**src/feat_pkg.sv**
```systemverilog
//##############################
// feature path definitions
// widths, window and baseline constants
//##############################

package feat_pkg;

	// input sample and accumulator widths
	localparam int sample_w = 16;
	localparam int feat_w = 40;

	// samples per feature window
	localparam int feat_win = 16;
	localparam int win_cnt_w = $clog2(feat_win);

	// baseline moves by 1/8 of the difference per window
	localparam int base_shift = 3;

	// windows before any flag may rise
	localparam int warmup_win = 4;
	localparam int warm_w = $clog2(warmup_win + 1);

	// baselines are kept signed with headroom for the 1.5x compare
	localparam int base_w = feat_w + 2;

	// one window's features
	typedef struct packed {
		logic [feat_w-1:0] ll;
		logic signed [feat_w-1:0] ne;
		logic [feat_w-1:0] pw;
	} feat_vec_t;

	// per-feature flags above baseline
	typedef struct packed {
		logic ll;
		logic ne;
		logic pw;
	} feat_flags_t;

endpackage

```
**src/ctrl_pkg.sv**
```systemverilog
//##############################
// control path definitions
// vote weights, stimulation timing
//##############################

package ctrl_pkg;

	// vote weights and threshold
	localparam int w_ll = 3;
	localparam int w_ne = 2;
	localparam int w_pw = 2;
	localparam int vote_thresh = 4;
	localparam int score_w = 3;

	// stimulation and refractory lengths in cycles
	localparam int stim_cyc = 8;
	localparam int refract_cyc = 24;
	localparam int timer_w = 5;

	typedef enum logic [1:0] {
		idle,
		stim,
		refract
	} stim_state_t;

endpackage

```
**src/feature_extract.sv**
```systemverilog
//##############################
// window feature extraction
// line length, teager energy, power
//##############################

module feature_extract (
	input logic clk,
	input logic arst_n,
	input logic en,
	input logic signed [feat_pkg::sample_w-1:0] sample,
	output feat_pkg::feat_vec_t feat,
	output logic feat_valid
);
	import feat_pkg::*;

	// x[n-1] and x[n-2], kept across windows
	logic signed [sample_w-1:0] x1;
	logic signed [sample_w-1:0] x2;
	logic [win_cnt_w-1:0] cnt;
	logic last;

	logic [feat_w-1:0] acc_ll;
	logic signed [feat_w-1:0] acc_ne;
	logic [feat_w-1:0] acc_pw;

	logic signed [sample_w:0] diff;
	logic [sample_w:0] ll_term;
	logic signed [2*sample_w:0] ne_term;
	logic [2*sample_w-1:0] pw_term;
	logic [feat_w-1:0] sum_ll;
	logic signed [feat_w-1:0] sum_ne;
	logic [feat_w-1:0] sum_pw;

	// per-sample terms and running sums
	always_comb begin
		diff = sample - x1;
		ll_term = (diff < 0) ? -diff : diff;
		ne_term = x1 * x1 - sample * x2;
		pw_term = sample * sample;
		sum_ll = acc_ll + feat_w'(ll_term);
		sum_ne = acc_ne + feat_w'(ne_term);
		sum_pw = acc_pw + feat_w'(pw_term);
	end

	assign last = (cnt == win_cnt_w'(feat_win - 1));

	always_ff @(posedge clk or negedge arst_n) begin
		if (!arst_n) begin
			x1 <= '0;
			x2 <= '0;
			cnt <= '0;
			acc_ll <= '0;
			acc_ne <= '0;
			acc_pw <= '0;
			feat_valid <= 1'b0;
		end else begin
			feat_valid <= en && last;
			if (en) begin
				x1 <= sample;
				x2 <= x1;
				if (last) begin
					cnt <= '0;
					acc_ll <= '0;
					acc_ne <= '0;
					acc_pw <= '0;
				end else begin
					cnt <= cnt + 1'b1;
					acc_ll <= sum_ll;
					acc_ne <= sum_ne;
					acc_pw <= sum_pw;
				end
			end
		end
	end

	// window totals, held until the next window closes
	always_ff @(posedge clk) begin
		if (en && last) begin
			feat.ll <= sum_ll;
			feat.ne <= sum_ne;
			feat.pw <= sum_pw;
		end
	end

endmodule

```
**src/baseline_track.sv**
```systemverilog
//##############################
// baseline tracking
// exponential baseline and 1.5x flags
//##############################

module baseline_track (
	input logic clk,
	input logic arst_n,
	input feat_pkg::feat_vec_t feat,
	input logic feat_valid,
	output feat_pkg::feat_flags_t flags,
	output logic flags_valid
);
	import feat_pkg::*;

	logic signed [base_w-1:0] f_ll;
	logic signed [base_w-1:0] f_ne;
	logic signed [base_w-1:0] f_pw;
	logic signed [base_w-1:0] b_ll;
	logic signed [base_w-1:0] b_ne;
	logic signed [base_w-1:0] b_pw;
	logic [warm_w-1:0] win_idx;
	logic warm;

	// feature above 1.5x its baseline
	function automatic logic above(input logic signed [base_w-1:0] f,
			input logic signed [base_w-1:0] b);
		return f > b + (b >>> 1);
	endfunction

	// one exponential smoothing step
	function automatic logic signed [base_w-1:0] step(input logic signed [base_w-1:0] f,
			input logic signed [base_w-1:0] b);
		return b + ((f - b) >>> base_shift);
	endfunction

	always_comb begin
		f_ll = {2'b00, feat.ll};
		f_ne = {{2{feat.ne[feat_w-1]}}, feat.ne};
		f_pw = {2'b00, feat.pw};
	end

	// saturates once warm-up is over
	assign warm = (win_idx == warm_w'(warmup_win));

	// compare against the baseline from before this update
	always_ff @(posedge clk) begin
		if (feat_valid) begin
			flags.ll <= warm && above(f_ll, b_ll);
			flags.ne <= warm && (f_ne > 0) && above(f_ne, b_ne);
			flags.pw <= warm && above(f_pw, b_pw);
		end
	end

	always_ff @(posedge clk or negedge arst_n) begin
		if (!arst_n) begin
			flags_valid <= 1'b0;
			win_idx <= '0;
			b_ll <= '0;
			b_ne <= '0;
			b_pw <= '0;
		end else begin
			flags_valid <= feat_valid;
			if (feat_valid) begin
				if (!warm)
					win_idx <= win_idx + 1'b1;
				b_ll <= step(f_ll, b_ll);
				b_ne <= step(f_ne, b_ne);
				b_pw <= step(f_pw, b_pw);
			end
		end
	end

endmodule

```
**src/feature_vote.sv**
```systemverilog
//##############################
// weighted feature vote
// flags to a one-cycle detect
//##############################

module feature_vote (
	input logic clk,
	input logic arst_n,
	input feat_pkg::feat_flags_t flags,
	input logic flags_valid,
	output logic detect
);
	import ctrl_pkg::*;

	logic [score_w-1:0] score;

	// sum of weights of the raised flags
	always_comb begin
		score = '0;
		if (flags.ll)
			score = score + score_w'(w_ll);
		if (flags.ne)
			score = score + score_w'(w_ne);
		if (flags.pw)
			score = score + score_w'(w_pw);
	end

	always_ff @(posedge clk or negedge arst_n) begin
		if (!arst_n) begin
			detect <= 1'b0;
		end else begin
			detect <= flags_valid && (score >= score_w'(vote_thresh));
		end
	end

endmodule

```
**src/stim_timer.sv**
```systemverilog
//##############################
// interval timer
// loadable down-counter
//##############################

module stim_timer (
	input logic clk,
	input logic arst_n,
	input logic load,
	input logic [ctrl_pkg::timer_w-1:0] load_val,
	output logic done
);
	import ctrl_pkg::*;

	logic [timer_w-1:0] cnt;

	always_ff @(posedge clk or negedge arst_n) begin
		if (!arst_n) begin
			cnt <= '0;
		end else if (load) begin
			cnt <= load_val;
		end else if (cnt != '0) begin
			cnt <= cnt - 1'b1;
		end
	end

	// last cycle of the interval, then rests at zero
	assign done = (cnt == timer_w'(1));

endmodule

```
**src/stim_fsm.sv**
```systemverilog
//##############################
// stimulation controller
// idle, stim and refractory phases
//##############################

module stim_fsm (
	input logic clk,
	input logic arst_n,
	input logic detect,
	output logic stim
);
	import ctrl_pkg::*;

	// the stim literal is scoped since the output port shares its name
	stim_state_t state;
	stim_state_t state_nxt;
	logic load;
	logic [timer_w-1:0] load_val;
	logic done;

	always_comb begin
		state_nxt = state;
		load = 1'b0;
		load_val = timer_w'(stim_cyc);
		case (state)
			idle: begin
				if (detect) begin
					state_nxt = ctrl_pkg::stim;
					load = 1'b1;
				end
			end
			ctrl_pkg::stim: begin
				if (done) begin
					state_nxt = refract;
					load = 1'b1;
					load_val = timer_w'(refract_cyc);
				end
			end
			refract: begin
				// detects here are ignored
				if (done)
					state_nxt = idle;
			end
			default: state_nxt = idle;
		endcase
	end

	always_ff @(posedge clk or negedge arst_n) begin
		if (!arst_n) begin
			state <= idle;
			stim <= 1'b0;
		end else begin
			state <= state_nxt;
			stim <= (state_nxt == ctrl_pkg::stim);
		end
	end

	stim_timer stim_timer_i (
		.clk(clk),
		.arst_n(arst_n),
		.load(load),
		.load_val(load_val),
		.done(done)
	);

endmodule

```
**src/seizure_datapath.sv**
```systemverilog
//##############################
// seizure detection top level
// features, baselines, vote, stim
//##############################

module seizure_datapath (
	input logic clk,
	input logic arst_n,
	input logic en,
	input logic signed [feat_pkg::sample_w-1:0] sample,
	output feat_pkg::feat_vec_t feat,
	output logic feat_valid,
	output logic detect,
	output logic stim
);
	import feat_pkg::*;

	feat_flags_t flags;
	logic flags_valid;

	feature_extract feature_extract_i (
		.clk(clk),
		.arst_n(arst_n),
		.en(en),
		.sample(sample),
		.feat(feat),
		.feat_valid(feat_valid)
	);

	baseline_track baseline_track_i (
		.clk(clk),
		.arst_n(arst_n),
		.feat(feat),
		.feat_valid(feat_valid),
		.flags(flags),
		.flags_valid(flags_valid)
	);

	feature_vote feature_vote_i (
		.clk(clk),
		.arst_n(arst_n),
		.flags(flags),
		.flags_valid(flags_valid),
		.detect(detect)
	);

	// closed loop, detect drives the stimulator
	stim_fsm stim_fsm_i (
		.clk(clk),
		.arst_n(arst_n),
		.detect(detect),
		.stim(stim)
	);

endmodule

```
**config.mk**
```make
export PLATFORM = sky130hd
export DESIGN_NAME = seizure_datapath
export DESIGN_NICKNAME = d
export VERILOG_FILES = /design/src/feat_pkg.sv /design/src/ctrl_pkg.sv /design/src/feature_extract.sv /design/src/baseline_track.sv /design/src/feature_vote.sv /design/src/stim_timer.sv /design/src/stim_fsm.sv /design/src/seizure_datapath.sv
export SDC_FILE = /design/constraint.sdc
export NUM_CORES = 2
export LEC_CHECK = 0
export BUFFER_PORTS_ARGS = -buffer_cell sky130_fd_sc_hd__clkbuf_2
export CORE_MARGIN = 5
export CORE_UTILIZATION = 40
export DETAILED_ROUTE_END_ITERATION = 6
export PLACE_DENSITY = 0.59
export SYNTH_ARGS = -nofsm -noshare
export SYNTH_HDL_FRONTEND = slang
export SYNTH_SLANG_ARGS = --single-unit
export TNS_END_PERCENT = 30
```
**constraint.sdc**
```tcl
create_clock -name clk -period 8.2 [get_ports clk]
set_input_delay 0.82 -clock clk [delete_from_list [all_inputs] [get_ports clk]]
set_output_delay 0.82 -clock clk [all_outputs]
set_load 0.02 [all_outputs]
```
==> out/results.tsv <==
metric	value	unit
CP most frequent cell	fa_1	
Worst-Skew Late Latency	0.68	ns
Final ANT Viol Nets	0	
WL per Instance	18.3	um
Worst R2R Setup Slack	0.33	ns
Critical Setup Path Class	input pin to flop	
routed wire length	189000	um
Crit path buffers/inverters	7	
Avg Synthesized Cell Area	9.16	um^2
post-synth top area cell	fa_1	
Slew Viols, Final	0	
Num Clock Sinks	419	
Max Clk Rate	126	MHz
Nets	9745	
r2r worst-path depth	28	
status	completed	
vias in the first global route	56600	
Synth Net Count	9317	
WL met1	85300	um
Inserted Clock Buffers	53	
initial antenna violation count	10	
most frequent cell after synthesis	inv_1	
max cap viols	0	
die width	426	um
CP Capture Type	flop	
vias per cell	5.28	
critical path's top delay family	adder cells	
Yosys top cell area share	26.1	%
DRC	0	
met2 WL	90500	um
CP peak stage delay	0.50	ns
largest net degree at the start of global routing	136	
# fillers	16700	
CTS max path bufs	3	
Hold-fix buffers, CTS	0	
Setup crit start kind	input pin	
CP max FO	9	
DRT Pass-1 Iters	7	
Site Rows	152	
GRT overflow	0	
Detailed Route Iter0 Violations	3152	
Cell Area, Synth	69200	um^2
Critical Path AT	8.34	ns
RD Place Congestion	0.927	
Worst Clk Skew	0.0537	ns
GRT Total Usage	21.0	%
Final min period	7.95	ns
Post-Synthesis Cells	7562	
Unique masters post-synth	87	
Synth warnings	0	
Worst R2R Start	feature_extract_i.x1[12]	
Vias	54600	
port bufs	141	
die area	182000	um^2
Hold Path Class	input pin to async pin	
H-tree levels	2	
CTS root buf	clkbuf_16	
register area share after synthesis	16.0	%
Data required, critical path	8.59	ns
period utilisation layout	97.0	%
EDFF count, synth	123	
ratio of cells with drive above 1 in the final layout	10.4	%
Slowest-stage cell, CP	fa_1	
highest routed layer	met5	
met3 WL	8600	um
Worst-Margin Slew	1.31	ns
Core ar.	172000	um^2
DIE HEIGHT	426	um
I/O pin total	142	
ys async rst share	70.6	%
CTS tree	built	
final setup fails	0	
Worst-path clk slew	0.07	ns
Post-DP HPWL	157000	um
first-pass GRT wire length	307000	um
Yosys reg bits	419	
area delta synth->final	12.3	%
leading cell types by count after synthesis	inv_1 (1,220), fa_1 (902), ha_1 (834), nand2_1 (579), a21oi_1 (457)	
final hold violations	0	
slew margin rel.	12.0	%
top cells by area, synth	fa_1 (26%), ha_1 (15%), dfrtp_1 (11%), inv_1 (6.6%), edfxtp_1 (5.3%)	
setup TNS	0	ns
top_reg_cell synth	dfrtp_1	
Initial Utilization	40.3	%
FF-to-FF End	feature_extract_i.acc_ne[38]	
-- kinds of logic (layout without fill, tap and decap cells) --
kind of cell / after synthesis / count (layout) / synth area share [%]
mux: 58 / 58 / 0.898
other cells: 0 / 7 / 0
fa+ha+maj: 1736 / 1736 / 41.1
compound gates: 1619 / 1619 / 15.3
buf+inv: 1422 / 1895 / 7.71
simple gates: 1807 / 1807 / 12.6
xor+xnor: 501 / 501 / 6.34
flops: 419 / 419 / 16.0
-- cell usage in the layout, fill, tap and decap left out, types with 18 or more instances in the layout --
cell	n
clkinvlp_4	18
nor3_1	87
xor2_1	183
a211o_1	21
and2_1	207
o31ai_1	29
clkbuf_16	54
nor2b_1	105
o21a_1	63
nand2_1	574
ha_1	830
dfrtp_1	287
a21o_1	293
nand2b_1	63
fa_1	898
nand3_1	114
o21ai_0	313
o21bai_1	74
mux2_2	29
or3_1	35
mux2i_1	28
and3_1	64
a31o_2	19
a22o_1	78
nand4_1	75
nor4_1	24
buf_4	405
nor2_1	376
a31oi_1	47
inv_1	1204
a221oi_1	19
a211oi_1	18
clkbuf_2	128
edfxtp_1	123
o211ai_1	20
a21oi_1	447
xnor2_1	317
-- worst max-delay path by stage --
| stage | to | startpoint | cells past startpoint | slack (ns) |
|---|---|---|---|---|
| 6_report | feature_extract_i.feat[36] | sample[4] | 34 | 0.25 |
| 4_1_cts | feature_extract_i.acc_ne[38] | feature_extract_i.x1[12] | 28 | 0.01 |
| 3_5_place_dp | feature_extract_i.acc_pw[35] | sample[9] | 34 | -0.64 |
| 3_3_place_gp | feature_extract_i.acc_pw[39] | sample[9] | 34 | -0.52 |
| 5_1_grt | feature_extract_i.acc_pw[35] | sample[9] | 35 | -0.06 |
| 2_1_floorplan | feature_extract_i.acc_pw[37] | sample[1] | 35 | -0.005 |
-- registers in the layout (all words and copies together), names as in the netlist, 5 cells and up --
| signal | flops |
|---|---|
| baseline_track_i.b_ne | 42 |
| baseline_track_i.b_ll | 42 |
| baseline_track_i.b_pw | 42 |
| feature_extract_i.feat | 120 |
| feature_extract_i.acc_ne | 40 |
| feature_extract_i.x1 | 16 |
| feature_extract_i.acc_pw | 40 |
| feature_extract_i.x2 | 16 |
| feature_extract_i.acc_ll | 40 |
| stim_fsm_i.stim_timer_i.cnt | 5 |
-- routing by layer --
metal	GRT usage, %	up-vias
met5	0	-
met4	5.49	2
met3	2.19	241
met2	35.8	1186
met1	28.6	27100
li1	-	26100
-- timing repair --
| item | in CTS | in global routing |
|---|---|---|
| hold endpoints to repair | 0 | 0 |
| gates resized for setup | 0 | 137 |
| buffers inserted | 0 | 23 |
| setup endpoints to repair | 0 | 51 |
-- area by class of cell --
cell class	count	area, um^2	area share [%]
Tap cell	2310	2890	3.72
Multi-Input combinational cell	5721	53100	68.3
Antenna cell	7	17.5	0.0225
Inverter	1230	4670	6.00
Clock inverter	46	512	0.658
Clock buffer	54	1330	1.71
Sequential cell	419	11100	14.3
Timing Repair Buffer	565	4130	5.31
-- through the flow --
stage / worst slack [ns] / util [%] / cells / hold slack [ns] / cell area, um^2
6_report: 0.248 / 45.2 / 10400 / 0.193 / 77800
5_1_grt: -0.0565 / 45.2 / 10400 / 0.269 / 77800
4_1_cts: 0.0131 / 44.9 / 10300 / 0.223 / 77200
3_5_place_dp: -0.638 / 43.8 / 10200 / 0.470 / 75300
3_3_place_gp: -0.522 / 43.8 / 10200 / 0.465 / 75300
2_1_floorplan: -0.00455 / - / 7562 / 0.449 / 69300
-- worst reg2reg max path, delay by kind of cell, from the launching register on --
| kind | cells | cell delay (ns) |
|---|---|---|
| adders and majority gates | 9 | 4.43 |
| AOI/OAI and AO/OA | 8 | 1.57 |
| buffers and inverters | 7 | 0.74 |
| DFF | 1 | 0.49 |
| and+or+nand+nor | 3 | 0.35 |
| xor gates and xnor gates | 1 | 0.17 |
Power is not shown: default switching activity piles up to over one toggle a cycle in this logic, so the estimate is an artifact.
